File: src/hdl/alu_config.svh
/* alu configuration
   datapath, slice and opcode widths of the sliced alu */
`ifndef ALU_CONFIG_SVH
`define ALU_CONFIG_SVH

////////////////////////////////////////////////////////////
// widths
////////////////////////////////////////////////////////////

// full datapath width
`define ALU_WIDTH 16

// the two low slices are six bits each
`define ALU_SLICE_W 6

// top slice also forms the flags
`define ALU_TOP_W 4

// operation code field
`define ALU_OP_W 3

// first bit of the middle and the top slice
`define ALU_MID_LSB (`ALU_SLICE_W)
`define ALU_TOP_LSB (2 * `ALU_SLICE_W)

`endif

File: src/hdl/alu_pkg.sv
/* alu package
   word, slice and opcode types and the structs shared by the alu blocks */
`include "alu_config.svh"

package alu_pkg;

   ////////////////////////////////////////////////////////////
   // vector types
   ////////////////////////////////////////////////////////////

   // one operand or result word
   typedef logic [`ALU_WIDTH-1:0] alu_word_t;

   // one low slice and the top slice
   typedef logic [`ALU_SLICE_W-1:0] alu_slice_t;
   typedef logic [`ALU_TOP_W-1:0]   alu_top_t;

   // operation codes, same order as the rom address field
   typedef enum logic [`ALU_OP_W-1:0] {
      ALU_ADD = 3'd0,
      ALU_ADC = 3'd1,
      ALU_SUB = 3'd2,
      ALU_AND = 3'd3,
      ALU_OR  = 3'd4,
      ALU_XOR = 3'd5,
      ALU_NOT = 3'd6,
      ALU_SHL = 3'd7
   } alu_op_t;

   ////////////////////////////////////////////////////////////
   // structs
   ////////////////////////////////////////////////////////////

   // registered operation, loaded on the alu_op strobe
   typedef struct packed {
      alu_op_t op;
      logic    x_in;
      logic    fl;
   } alu_cmd_t;

   // carry and shift bit passed from one slice to the next
   typedef struct packed {
      logic c;
      logic x;
   } alu_cascade_t;

   // flag values and raw set requests from the top slice
   typedef struct packed {
      logic l_val;
      logic set_l;
      logic v_val;
      logic set_v;
   } alu_flags_t;

endpackage

File: src/hdl/alu_ctrl.sv
/* alu control
   operation register, bus enable and gating of the flag set strobes */
module alu_ctrl
   import alu_pkg::*;
(
   input  logic       t34,
   input  logic       arst_n,
   input  logic       alu_op,
   input  logic       read_alu_y,
   input  logic       fl,
   input  logic       x_in,
   input  alu_op_t    op_code,
   input  alu_flags_t flags_raw,
   output alu_cmd_t   cmd,
   output logic       ibus_oe,
   output logic       fl_out,
   output logic       set_l,
   output logic       fv_out,
   output logic       set_v
);

   // high for the cycle after an alu_op edge
   logic op_active;

   ////////////////////////////////////////////////////////////
   // operation register
   ////////////////////////////////////////////////////////////

   // op code, serial x and link are captured together
   // so the slices see one stable command for the whole result
   always_ff @(posedge t34 or negedge arst_n) begin
      if (!arst_n) begin
         cmd <= alu_cmd_t'{op: ALU_ADD, x_in: 1'b0, fl: 1'b0};
      end else if (alu_op) begin
         // a new strobe simply replaces the old command
         cmd <= alu_cmd_t'{op: op_code, x_in: x_in, fl: fl};
      end
   end

   // follows alu_op by one cycle
   // back to back strobes keep it high
   always_ff @(posedge t34 or negedge arst_n) begin
      if (!arst_n) begin
         op_active <= 1'b0;
      end else begin
         op_active <= alu_op;
      end
   end

   ////////////////////////////////////////////////////////////
   // bus enable
   ////////////////////////////////////////////////////////////

   // result drives the bus while it is being read
   // and in the cycle right after the operation is latched
   always_comb begin
      ibus_oe = read_alu_y | op_active;
   end

   ////////////////////////////////////////////////////////////
   // flags
   ////////////////////////////////////////////////////////////

   // flag values pass straight through from the top slice
   always_comb begin
      fl_out = flags_raw.l_val;
      fv_out = flags_raw.v_val;
   end

   // set requests only count when the result is stored
   always_comb begin
      set_l = flags_raw.set_l & read_alu_y;
      set_v = flags_raw.set_v & read_alu_y;
   end

endmodule

File: src/hdl/alu_slice.sv
/* alu slice
   one W-bit slice of every alu operation, with carry and shift cascade */
`include "alu_config.svh"

module alu_slice
   import alu_pkg::*;
#(
   parameter int W = `ALU_SLICE_W
) (
   input  alu_cmd_t     cmd,
   input  logic [W-1:0] a_part,
   input  logic [W-1:0] b_part,
   input  alu_cascade_t cascade_in,
   input  logic         first,
   output logic [W-1:0] y_part,
   output alu_cascade_t cascade_out
);

   logic         is_arith;
   logic         c_in;
   logic [W-1:0] b_eff;
   logic [W:0]   sum;

   // add, adc and sub share the adder
   assign is_arith = (cmd.op == ALU_ADD) || (cmd.op == ALU_ADC) || (cmd.op == ALU_SUB);

   ////////////////////////////////////////////////////////////
   // carry in
   ////////////////////////////////////////////////////////////

   // lowest slice forms the carry from the command
   // upper slices take it from the slice below
   always_comb begin
      if (first) begin
         case (cmd.op)
            ALU_ADC: c_in = cmd.fl;
            ALU_SUB: c_in = 1'b1;
            default: c_in = 1'b0;
         endcase
      end else begin
         c_in = cascade_in.c;
      end
   end

   // sub is a plus inverted b plus one
   assign b_eff = (cmd.op == ALU_SUB) ? ~b_part : b_part;
   assign sum   = {1'b0, a_part} + {1'b0, b_eff} + {{W{1'b0}}, c_in};

   ////////////////////////////////////////////////////////////
   // result
   ////////////////////////////////////////////////////////////

   always_comb begin
      case (cmd.op)
         ALU_AND: y_part = a_part & b_part;
         ALU_OR:  y_part = a_part | b_part;
         ALU_XOR: y_part = a_part ^ b_part;
         ALU_NOT: y_part = ~a_part;
         // shift bit from below enters bit 0
         ALU_SHL: y_part = {a_part[W-2:0], cascade_in.x};
         default: y_part = sum[W-1:0];
      endcase
   end

   // carry only ripples for the arithmetic ops
   assign cascade_out.c = is_arith & sum[W];
   // top bit moves up for shl
   assign cascade_out.x = a_part[W-1];

endmodule

File: src/hdl/alu_flag_slice.sv
/* alu flag slice
   top four result bits plus link and overflow values and set requests */
`include "alu_config.svh"

module alu_flag_slice
   import alu_pkg::*;
(
   input  alu_cmd_t     cmd,
   input  alu_top_t     a_part,
   input  alu_top_t     b_part,
   input  alu_cascade_t cascade_in,
   output alu_top_t     y_part,
   output alu_flags_t   flags_raw
);

   localparam int TW = `ALU_TOP_W;

   logic         is_arith;
   logic         is_shl;
   logic         carry_out;
   logic         ovf;
   alu_top_t     b_eff;
   logic [TW:0]  sum;

   // operation classes that touch the flags
   assign is_arith = (cmd.op == ALU_ADD) || (cmd.op == ALU_ADC) || (cmd.op == ALU_SUB);
   assign is_shl   = (cmd.op == ALU_SHL);

   ////////////////////////////////////////////////////////////
   // adder
   ////////////////////////////////////////////////////////////

   // inverted b for sub
   // the plus one already came in as the low slice carry
   assign b_eff = (cmd.op == ALU_SUB) ? ~b_part : b_part;
   assign sum   = {1'b0, a_part} + {1'b0, b_eff} + {{TW{1'b0}}, cascade_in.c};

   // carry out of bit 15
   assign carry_out = sum[TW];

   // signed overflow
   // both addends share a sign that the sum does not
   assign ovf = (a_part[TW-1] == b_eff[TW-1]) && (sum[TW-1] != a_part[TW-1]);

   ////////////////////////////////////////////////////////////
   // result
   ////////////////////////////////////////////////////////////

   always_comb begin
      case (cmd.op)
         ALU_AND: y_part = a_part & b_part;
         ALU_OR:  y_part = a_part | b_part;
         ALU_XOR: y_part = a_part ^ b_part;
         ALU_NOT: y_part = ~a_part;
         ALU_SHL: y_part = {a_part[TW-2:0], cascade_in.x};
         default: y_part = sum[TW-1:0];
      endcase
   end

   ////////////////////////////////////////////////////////////
   // flags
   ////////////////////////////////////////////////////////////

   // link gets the carry for arithmetic
   // and the bit shifted out of the word for shl
   always_comb begin
      if (is_arith) begin
         flags_raw.l_val = carry_out;
      end else if (is_shl) begin
         flags_raw.l_val = a_part[TW-1];
      end else begin
         flags_raw.l_val = 1'b0;
      end
   end

   // raw requests, gated with read_alu_y in the control block
   always_comb begin
      flags_raw.set_l = is_arith | is_shl;
      flags_raw.v_val = is_arith & ovf;
      flags_raw.set_v = is_arith;
   end

endmodule

File: src/hdl/alu_rom_unit.sv
/* alu unit
   control block and three cascaded slices forming the 16-bit alu */
`include "alu_config.svh"

module alu_rom_unit
   import alu_pkg::*;
(
   input  logic      t34,
   input  logic      arst_n,
   input  logic      alu_op,
   input  logic      read_alu_y,
   input  logic      fl,
   input  logic      x_in,
   input  alu_op_t   op_code,
   input  alu_word_t a,
   input  alu_word_t b,
   output alu_word_t ibus,
   output logic      ibus_oe,
   output logic      fl_out,
   output logic      set_l,
   output logic      fv_out,
   output logic      set_v
);

   alu_cmd_t     cmd;
   alu_flags_t   flags_raw;
   alu_cascade_t casc_lo_in;
   alu_cascade_t casc_lo;
   alu_cascade_t casc_mid;
   alu_slice_t   y_lo;
   alu_slice_t   y_mid;
   alu_top_t     y_top;

   ////////////////////////////////////////////////////////////
   // control
   ////////////////////////////////////////////////////////////

   alu_ctrl ctrl_i (
      .t34        (t34),
      .arst_n     (arst_n),
      .alu_op     (alu_op),
      .read_alu_y (read_alu_y),
      .fl         (fl),
      .x_in       (x_in),
      .op_code    (op_code),
      .flags_raw  (flags_raw),
      .cmd        (cmd),
      .ibus_oe    (ibus_oe),
      .fl_out     (fl_out),
      .set_l      (set_l),
      .fv_out     (fv_out),
      .set_v      (set_v)
   );

   ////////////////////////////////////////////////////////////
   // slices
   ////////////////////////////////////////////////////////////

   // serial x enters the low slice
   // its carry comes from cmd inside the slice so c is tied low
   assign casc_lo_in = alu_cascade_t'{c: 1'b0, x: cmd.x_in};

   alu_slice #(.W(`ALU_SLICE_W)) slice_lo_i (
      .cmd         (cmd),
      .a_part      (a[`ALU_MID_LSB-1:0]),
      .b_part      (b[`ALU_MID_LSB-1:0]),
      .cascade_in  (casc_lo_in),
      .first       (1'b1),
      .y_part      (y_lo),
      .cascade_out (casc_lo)
   );

   alu_slice #(.W(`ALU_SLICE_W)) slice_mid_i (
      .cmd         (cmd),
      .a_part      (a[`ALU_TOP_LSB-1:`ALU_MID_LSB]),
      .b_part      (b[`ALU_TOP_LSB-1:`ALU_MID_LSB]),
      .cascade_in  (casc_lo),
      .first       (1'b0),
      .y_part      (y_mid),
      .cascade_out (casc_mid)
   );

   alu_flag_slice slice_top_i (
      .cmd        (cmd),
      .a_part     (a[`ALU_WIDTH-1:`ALU_TOP_LSB]),
      .b_part     (b[`ALU_WIDTH-1:`ALU_TOP_LSB]),
      .cascade_in (casc_mid),
      .y_part     (y_top),
      .flags_raw  (flags_raw)
   );

   // bus value, qualified by ibus_oe
   assign ibus = {y_top, y_mid, y_lo};

endmodule

File: config.mk
export PLATFORM = sky130hd
export DESIGN_NAME = alu_rom_unit
export DESIGN_NICKNAME = d
export VERILOG_FILES = /design/src/hdl/alu_pkg.sv /design/src/hdl/alu_ctrl.sv /design/src/hdl/alu_slice.sv /design/src/hdl/alu_flag_slice.sv /design/src/hdl/alu_rom_unit.sv
export VERILOG_INCLUDE_DIRS = /design/src /design/src/hdl
export SDC_FILE = /design/constraint.sdc
export NUM_CORES = 1
export LEC_CHECK = 0
export BUFFER_PORTS_ARGS = -buffer_cell sky130_fd_sc_hd__buf_2
export CAP_MARGIN = 30
export CORE_MARGIN = 5
export CORE_UTILIZATION = 40
export DETAILED_ROUTE_END_ITERATION = 6
export SLEW_MARGIN = 20
export SYNTH_ARGS = -nofsm -noshare
export SYNTH_HDL_FRONTEND = slang
export SYNTH_SLANG_ARGS = --single-unit
File: constraint.sdc
create_clock -name t34 -period 7.1 [get_ports t34]
set_clock_uncertainty 0.1 [all_clocks]
set_input_delay 1.42 -clock t34 [delete_from_list [all_inputs] [get_ports t34]]
set_output_delay 1.42 -clock t34 [all_outputs]
set_load 0.02 [all_outputs]
# --- Word-level counts from Yosys, hierarchy flattened ---
# Index checks and enable logic that the tools add are counted.
totals:
  latchBits: 0
  inputBits: 41
  rom_bits: 0
  output_inout_bits: 21
  reg_bits: 6
  ramBits: 0
  wordCells: 54
  n_memories: 0
op_classes:
  shifts: 0
  n_bitwise: 22
  muxes: 9
  n_lt_le_gt_ge: 0
  n_addsub: 6
  n_eq_ne: 9
  n_div: 0
  multipliers: 0
  n_reduce_logical: 4
op_table:
  columns: ["cell", "n"]
  rows:
  - ["6-bit one-hot mux with 5 select lines", 2]
  - ["6-bit inverter", 4]
  - ["4-bit one-hot mux with 5 select lines", 1]
  - ["6-bit by 6-bit adder with 7-bit output", 2]
  - ["7-bit by 1-bit adder with 7-bit output", 2]
  - ["6-bit AND", 2]
  - ["3-bit == test, second input constant", 4]
  - ["6-bit two-way mux", 2]
  - ["6-bit OR", 2]
  - ["6-bit bitwise XOR", 2]
  - ["4-bit inverter", 2]
  - ["3-bit by 2-bit == test with 1-bit output, second input constant", 2]
  - ["4-bit by 4-bit adder with 5-bit output", 1]
  - ["5-bit by 1-bit adder with 5-bit output", 1]
  - ["1-bit AND", 5]
  - ["4-bit AND", 1]
  - ["4-bit two-way mux", 1]
  - ["4-bit OR", 1]
  - ["4-bit bitwise XOR", 1]
  - ["3-bit by 1-bit == test with 1-bit output, second input constant", 1]
  - ["3-bit logical NOT", 1]
  - ["1-bit logical OR", 2]
  - ["1-bit two-way mux", 2]
  - ["1-bit OR", 2]
  - ["other kinds (4)", 4]

# --- Logic depth before layout (Yosys ltp) ---
# Gate-level depths: netlist of run 1.
depth:
  depth_word: 11
  ltp_mapped: 28
  mapped_depth_nobuf: 26

# --- Cells and area by module ---
# A second synthesis of run 1 with hierarchy kept.
hier_totals:
  hier_cells: 310
  area_unflattened_um2: 2588.7
by_module_without_submodules:
  columns: ["module", "seq_area_each_um2", "n_inst", "cells_each", "area_each_um2"]
  rows:
  - ["alu_slice at slice_lo_i", 0.0, 1, 113, 913.4]
  - ["alu_slice at slice_mid_i", 0.0, 1, 111, 854.6]
  - ["alu_flag_slice", 0.0, 1, 68, 573.0]
  - ["alu_ctrl", 150.1, 1, 16, 240.2]
  - ["alu_rom_unit", 0.0, 1, 2, 7.5]

# --- Worst setup path before layout of run 1 ---
# Ideal clock, no wire load.
synth_timing:
  path_kind: "input port to output port"
  startpoint: "input port b[0]"
  endpoint: "output port ibus[14]"
  stages: 23
  t_required_ps: 5580
  arrival_time_ps: 5348
  slack_ps: 232
  path_cell_list: "xnor2_1 fa_1 inv_1 fa_1 a21o_1 a21oi_1 nor2b_1 o21a_1 o21ai_0 fa_1 fa_1 nor2b_1 o21ai_0 nand2b_1 a21oi_1 a2bb2oi_1 fa_1 inv_1 fa_1 xnor2_1 nor2_1 a21oi_1 o21ai_0"
synth_via:
  elab_chain_len: 9
synth_rtl:
  columns: ["element", "line_no", "rtl"]
  rows:
  - ["start: declaration", "alu_rom_unit.sv:16", "input alu_word_t b,"]
  - ["6-bit inverter", "alu_slice.sv:46", "assign b_eff = (cmd.op == ALU_SUB) ? ~b_part : b_part;"]
  - ["6-bit two-way mux *", "alu_slice.sv:46", null]
  - ["6-bit by 6-bit adder with 7-bit output *", "alu_slice.sv:47", "assign sum = {1'b0, a_part} + {1'b0, b_eff} + {{W{1'b0}}, c_in};"]
  - ["7-bit by 1-bit adder with 7-bit output *", "alu_slice.sv:47", null]
  - ["1-bit AND *", "alu_slice.sv:66", "assign cascade_out.c = is_arith & sum[W];"]
  - ["7-bit by 1-bit adder with 7-bit output *", "alu_slice.sv:47", null]
  - ["1-bit AND *", "alu_slice.sv:66", null]
  - ["5-bit by 1-bit adder with 5-bit output *", "alu_flag_slice.sv:36", "assign sum = {1'b0, a_part} + {1'b0, b_eff} + {{TW{1'b0}}, cascade_in.c};"]
  - ["4-bit one-hot mux with 5 select lines *", "alu_flag_slice.sv:50", "case (cmd.op)"]
  - ["end: declaration", "alu_rom_unit.sv:17", "output alu_word_t ibus,"]
# Mark *: on every way between the ends. The rest lies on a longest branch, timed or not.

# --- Worst setup path after layout of run 1 ---
layout_timing:
  startpoint: "input port b[0]"
  endpoint: "output port ibus[13]"
# The elaborated chain is that of the path after synthesis.

==> results of run 1 <==
==> per-stage QoR <==
step / cell area [um2] / hold slack [ns] / power (mW) / worst slack [ns] / instances
floorplan: 2340 / 0.380 / 0.265 / 0.232 / 283
global placement: 2710 / 0.398 / 0.346 / 0.105 / 413
detailed placement: 2710 / 0.407 / 0.350 / 0.0348 / 413
CTS: 2750 / 0.415 / 0.404 / 0.0287 / 416
global route: 2790 / 0.438 / 0.447 / 0.0000102 / 416
finish: 2790 / 0.414 / 0.407 / 0.282 / 416
==> cell families after synthesis <==
family          Yosys count
compound gates           67
buf+inv                  59
simple gates             56
fa+ha+maj                51
xor+xnor                 26
mux                      18
flops                     6
==> state kept, by name, summed over array words and instances, names as in the netlist <==
signal / flops
ctrl_i.cmd: 5
ctrl_i.op_active: 1
==> final timing paths <==
path	from	slack, ns	endpoint
hold / removal	ctrl_i.cmd[1]	0.41	ctrl_i.cmd[1]
setup reg to reg	ctrl_i.cmd[2]	5.97	ctrl_i.cmd[2]
hold reg to reg	ctrl_i.cmd[1]	0.41	ctrl_i.cmd[1]
max in group asynchronous	arst_n	5.84	ctrl_i.cmd[4]
min in group asynchronous	arst_n	0.91	ctrl_i.cmd[3]
setup / recovery	b[0]	0.28	ibus[13]
==> critical path: stages <==
cell and delay, ns:
buf_2 0.13, xnor2_2 0.14, fa_2 0.36, inv_2 0.07, fa_2 0.19, a21o_1 0.12
a21oi_2 0.06, nor2b_1 0.11, o21a_1 0.15, o21ai_2 0.07, fa_2 0.42, fa_2 0.37
nor2b_2 0.13, o21ai_1 0.07, nand2b_1 0.11, a21oi_2 0.07, a2bb2oi_2 0.14, fa_2 0.34
inv_2 0.08, fa_2 0.41, nor2_1 0.11, a211oi_1 0.06, buf_2 0.17
==> routing by layer <==
layer / track usage [%] / vias to the layer above / part of all wire, %
met4: 3.54 / 0 / 1.0
met5: 0 / - / 0
met2: 29.2 / 44 / 52
li1: - / 1087 / -
met3: 0.570 / 6 / 3.4
met1: 19.9 / 972 / 44
==> cell usage in the layout (no fill, tap or decap), drive strengths merged, types with 5 or more instances in the layout <==
master / netlist / layout
a211oi: 5 / 5
a21o: 6 / 6
a21oi: 24 / 24
and3: 7 / 7
buf: 11 / 72
dfrtp: 6 / 6
fa: 6 / 6
ha: 45 / 45
inv: 45 / 45
mux2i: 5 / 5
mux4: 9 / 9
nand2: 22 / 22
nor2: 12 / 12
o21ai: 17 / 17
xnor2: 22 / 22
==> power groups by stage <==
stage	clock network (mW)	registers, mW	logic [mW]
final	0.0517	0.0396	0.316
after global routing	0.0547	0.0402	0.352
after CTS	0.0532	0.0397	0.311
after detailed placement	0	0.0401	0.310
after global placement	0	0.0400	0.306
after floorplan	0	0.0391	0.226
==> cell type report <==
cell class / instances / area [um2]
Timing Repair Buffer: 72 / 388
Multi-Input combinational cell: 218 / 1950
Sequential cell: 6 / 150
Fill cell: 574 / 2820
Clock buffer: 3 / 41.3
Tap cell: 72 / 90.1
Inverter: 45 / 169
==> repair_timing <==
action	4_1_cts	5_1_grt
hold buffers	0	0
setup buffers	0	0
resized for setup	0	17
setup endpoints to repair	0	6
==> summary.md, run 1 <==
| Metric | Value |
|---|---|
| Period utilization | 96.0% |
| Reg2reg path depth | 2 |
| Slew of the pin with the lowest slew margin | around 0.43 ns |
| Number of stages on the worst hold path | 1 |
| Clock H-tree levels | 1 |
| Max-Cap Viols | 0 |
| Starting density of the core | between 40% and 50% |
| Iteration count of the initial detailed-routing pass | 4 |
| Number of buffers added by the clock tree synthesis step | 3 |
| Synthesized-area fraction occupied by and/or/nand/nor cells | 12.1% |
| Wire length per cell after detailed routing | 13.7 um |
| Routability-driven placement congestion ratio | 0.879 |
| Arrival time of data at the critical path endpoint | 5.30 ns |
| Top flip-flop cell by instance count after synthesis | dfrtp_1 |
| Total half-perimeter wirelength after legalization and detailed placement | roughly 4500 um |
| Buffers from clock root to sink, at most | 2 |
| Wire length of the first global-routing pass | 9770 um |
| Share of final-layout standard cells stronger than drive strength 1 | around 31% |
| Pin count of the biggest net entering global routing | 29 |
| Via count of the first global-routing pass | 2,176 |
| Number of antenna diodes | 0 |
| Critical path launch point type | input pin |
| Biggest area contributors in the synthesized netlist | ha_1 (24%), mux4_2 (8.7%), xnor2_1 (8.2%) |
| Fin nets | 438 |
| Setup violation total in the final timing report | 0 |
| Clock tree from TritonCTS | done |
| Peak supply drop | 123 uV |
| Number of hold violations in the final report | 0 |
| Mean post-synth cell area | between 8 and 9 um2 |
| Vias after detailed routing | ~2,100 |
| Final antenna-violating net count | 0 |
| Number of port buffers | 61 |
| Share of async-settable or async-resettable flops after synthesis | between 90% and 100% |
| DRC marker count from the first detailed-route iteration | 66 |
| Worst Setup Path Type | in -> out |
| Wirelength, routed | roughly 5700 um |
| Sequential power share | 9.7% |
| Worst hold path type | reg -> reg |
| Worst slew slack as a fraction of its limit | between 70% and 80% |
| Final count of pins violating max slew | 0 |
| Power per standard cell area | 146 nW/um2 |
| Portion of the post-synthesis area used by sequential elements | 6.41% |
| Clock slew at reported path FFs | 0.04 ns |
| Unrepaired setup endpoints after global routing | no |
| Timing-limited maximum frequency | 0.147 GHz |
| Horizontal extent of the die | 86.5 um |
| Die Ht | 86.5 um |
| Core Rows | 27 |
| Switching power as a share of total power | 48.1% |
| # DRC | 0 |
| Part of the power in the clock network | 12.7% |
| Number of top-level pins | 62 |
| Root Buffer Master | clkbuf_8 |
| Type of destination of the critical path | output port |
| Compound-gate portion of the synthesized area | roughly 18% |
| Data required time at the worst endpoint | 5.58 ns |
| Total Die Area | 7480 um2 |
| Total of flip-flops plus latches after synthesis | 6 |
| Post-synth EDFFs | 0 |
| Final global-route overflow total | 0 |
| Synth Net Count | 375 |
| Vias per cell | 5.07 |
| Share of synthesized area spent on multiplexers | 12.7% |
| Synthesized instance count | 283 |
| Core occupancy in the finished layout | 49.8% |
| Synth warn | 0 |
| Top-area cell type share of the netlist area | 24.1% |
| Biggest area consumer among synthesized cells | ha_1 |
| All-Layer GR Usage | approximately 16% |
| Relative contribution of combinational cells to total power | 77.6% |
| Largest fanout on the critical path | 3 |
| Switching power summed over all nets | 0.196 mW |
| Dominant combinational cell family by area after synthesis | adder cells |
| Synth Area in XOR/XNOR | 9.73% |
| Adder-Cell Fraction of Synth Area | 29.2% |
| Final-layout setup total negative slack | 0 ns |
| Area growth from synthesis to layout | 19.2% |
| Netlist cell types | between 40 and 50 |
| Commonest cells post-synth | ha_1 (45), inv_1 (45), a21oi_1 (24) |
| Sinks on Clock Net | 6 |
| Internal Dissipation | 0.211 mW |
| Cell area after synthesis | ~2300 um2 |
| Outcome | completed |
| Cell leakage power | 1.46 nW |
| Clock network latency to the later pin of the worst-skew pair | 0.22 ns |
| Number of antenna violations at the first check in global routing | 0 |
| Core box area | between 5000 and 6000 um2 |
| Period minus WS final | 6.82 ns |
Power figures use the tool's default switching activity.
==> run 2, diff against run 1 <==
- CORE_ASPECT_RATIO: unset -> 0.75
- CTS_CLUSTER_DIAMETER: unset -> 120
==> run 2 against run 1 <==
Against the previous run:
- clock power is 3% lower
- critical path type unchanged
- sequential power increased by 3%
- largest power group unchanged
- worst setup slack lost 0.076 ns
==> summary.md, run 2 (synthesis gave the netlist of run 1 again) <==
| Metric | Value |
|---|---|
| Setup violation total in the final timing report | 0 (unchanged) |
| Area growth from synthesis to layout | 20.4% |
| Number of buffers added by the clock tree synthesis step | 3 (unchanged) |
| Total Die Area | 7500 um2 (+0.21%) |
| Wirelength, routed | 5830 um (+2.4%) |
| Timing-limited maximum frequency | 0.145 GHz (-1.1%) |
| Period utilization | 97.1% (+1.1 points) |
| Power per standard cell area | 146 nW/um2 (+0.26%) |
| Met2 wirelength from detailed routing | 2680 um (-9.3%) |
| Worst hold path type | reg -> reg |
| Placement-stage cell area | 2710 um2 (unchanged) |
| PnR Total Power | 0.412 mW (+1.3%) |
| Worst Setup Path Type | in -> out |
| Core Rows | 24 (-11%) |
| Wire length of the first global-routing pass | 9570 um (-2.0%) |
| Worst path cell trace | buf_2 > xnor2_2 > fa_2 > inv_2 > fa_2 > a21o_1 > a21oi_2 > nor2b_1 > o21a_1 > o21ai_2 > fa_2 > fa_2 > nor2b_2 > o21ai_0 > nand2b_1 > a21oi_2 > a2bb2oi_2 > fa_2 > inv_2 > fa_2 > nor2_2 > a211oi_2 > buf_4 |
| Top Layer Used | met4 |
| Wire length per cell after detailed routing | 13.8 um (+0.66%) |
| Final antenna-violating net count | 0 (unchanged) |
| Die Ht | 76.3 um (-12%) |
| Vias per cell | 5.06 (-0.12%) |
| Pre-CTS setup slack | 0.00633 ns (-0.0285 ns) |
| Final count of pins violating max slew | 0 (unchanged) |
| Hold bufs inserted after CTS | 0 (unchanged) |
| Fin nets | 439 (+0.23%) |
| Arrival time of data at the critical path endpoint | 5.37 ns (+0.07 ns) |
| Sequential cell area | 150 um2 (unchanged) |
| Metal1 wirelength | 2800 um (+12%) |
| Period minus WS final | 6.89 ns (+0.0757 ns) |
| Register with the highest flop count | ctrl_i.cmd |
| Worst slew slack as a fraction of its limit | 71.9% (+0.36 points) |
| Registers with the most flip-flops | ctrl_i.cmd: 5 flops, ctrl_i.op_active: 1 flops |
| Total half-perimeter wirelength after legalization and detailed placement | 4580 um (+1.3%) |
| Clock slew at reported path FFs | 0.04 ns (about the same) |
| Sinks on Clock Net | 6 (unchanged) |
| Number of antenna violations at the first check in global routing | 0 (unchanged) |
| Most frequent cells in the layout | buf_2 (59), ha_1 (45), inv_1 (43) |
| Share of final-layout standard cells stronger than drive strength 1 | 31.9% (+0.78 points) |
| Slowest stage cell, crit path | fa_2 |
| Core occupancy in the finished layout | 49.1% (-0.63 points) |
| Root Buffer Master | clkbuf_8 |
| Max-Cap Viols | 0 (unchanged) |
| Final cell count without fillers | 423 (+1.7%) |
| Final design area excluding fillers | 2820 um2 (+0.99%) |
| Number of top-level pins | 62 (unchanged) |
| Slew of the pin with the lowest slew margin | 0.420 ns (-0.00533 ns) |
| Met3 layer wire length in the routed design | 325 um (+66%) |
| Crit path buffers/inverters | 4 (unchanged) |
| Outcome | completed |
| All-Layer GR Usage | 14.8% (-0.88 points) |
| Vias after detailed routing | 2,142 (+1.6%) |
| Cell leakage power | 1.47 nW (+0.52%) |
| Critical path's most frequent cell | fa_2 |
| Iteration count of the initial detailed-routing pass | 4 (unchanged) |
| Most frequent standard cell in the layout excluding fill and tap cells | buf_2 |
| DRC marker count from the first detailed-route iteration | 49 (-26%) |
| Via count of the first global-routing pass | 2,061 (-5.3%) |
| Peak supply drop | 135 uV (+9.9%) |
| Routability-driven placement congestion ratio | 0.742 (-16%) |
| Largest fanout on the critical path | 3 (unchanged) |
| Number of port buffers | 61 (unchanged) |
| Pin count of the biggest net entering global routing | 29 (unchanged) |
| Setup ws final | 0.206 ns (-0.0757 ns) |
| Starting density of the core | 40.8% (-0.93 points) |
| Core box area | 5740 um2 (+2.3%) |
| Number of fill cells in the layout | 581 (+1.2%) |
| Horizontal extent of the die | 98.3 um (+14%) |
| Area of the multi-input gates | 1960 um2 (+0.38%) |
| Number of antenna diodes | 0 (unchanged) |
| Cell type group with the largest total delay on the critical path | adder cells |
| Worst hold slack after final layout | 0.408 ns (-0.00564 ns) |
| Max FFs per register | 5 (unchanged) |
| Buffers from clock root to sink, at most | 2 (unchanged) |
| Critical path launch point type | input pin |
| Data required time at the worst endpoint | 5.58 ns (about the same) |
| Number of hold violations in the final report | 0 (unchanged) |
| Type of destination of the critical path | output port |
| Final global-route overflow total | 0 (unchanged) |
| Inst Count DP | 418 (+1.2%) |
| Final-layout setup total negative slack | 0 ns (unchanged) |
| # DRC | 0 (unchanged) |
| Clock H-tree levels | 1 (unchanged) |
| Clock network latency to the later pin of the worst-skew pair | 0.22 ns (about the same) |
| Worst stage delay on the critical path | 0.43 ns (about the same) |
| Clock tree from TritonCTS | done |
==> run 2: cell type report <==
class                           instances  area share [%]
Clock buffer                            3            1.47
Inverter                               45            5.99
Multi-Input combinational cell        218            69.5
Sequential cell                         6            5.33
Tap cell                               78            3.46
Timing Repair Buffer                   73            14.2
==> run 2: per-layer routing <==
metal | track usage (%) | up-vias
met3 | 2.56 | 4
met4 | 1.09 | 0
met2 | 24.9 | 51
met1 | 20.7 | 998
met5 | 0 | -
li1 | - | 1089
==> run 2: worst paths after layout <==
path                                     to  slack [ns]  cells after the start          start
setup / recovery                   ibus[13]        0.21                     23           b[0]
hold / removal                ctrl_i.cmd[0]        0.41                      1  ctrl_i.cmd[0]
setup reg to reg              ctrl_i.cmd[3]        5.94                      2  ctrl_i.cmd[3]
hold reg to reg               ctrl_i.cmd[0]        0.41                      1  ctrl_i.cmd[0]
max in group asynchronous     ctrl_i.cmd[3]        5.85                      1         arst_n
min in group asynchronous  ctrl_i.op_active        0.91                      1         arst_n
==> run 2: power breakdown <==
group	internal, mW	switching, mW	total (mW)
registers	0.0375	0.00346	0.0409
clock network	0.0364	0.0140	0.0503
logic	0.141	0.179	0.321
total	0.215	0.197	0.412
==> run 2: repair_timing <==
action,CTS,global route
endpoints found under the hold margin,0,0
resized for setup,2,17
gates cloned,0,0
pin swaps,0,6
setup buffers,0,2
endpoints found under the setup margin,2,5
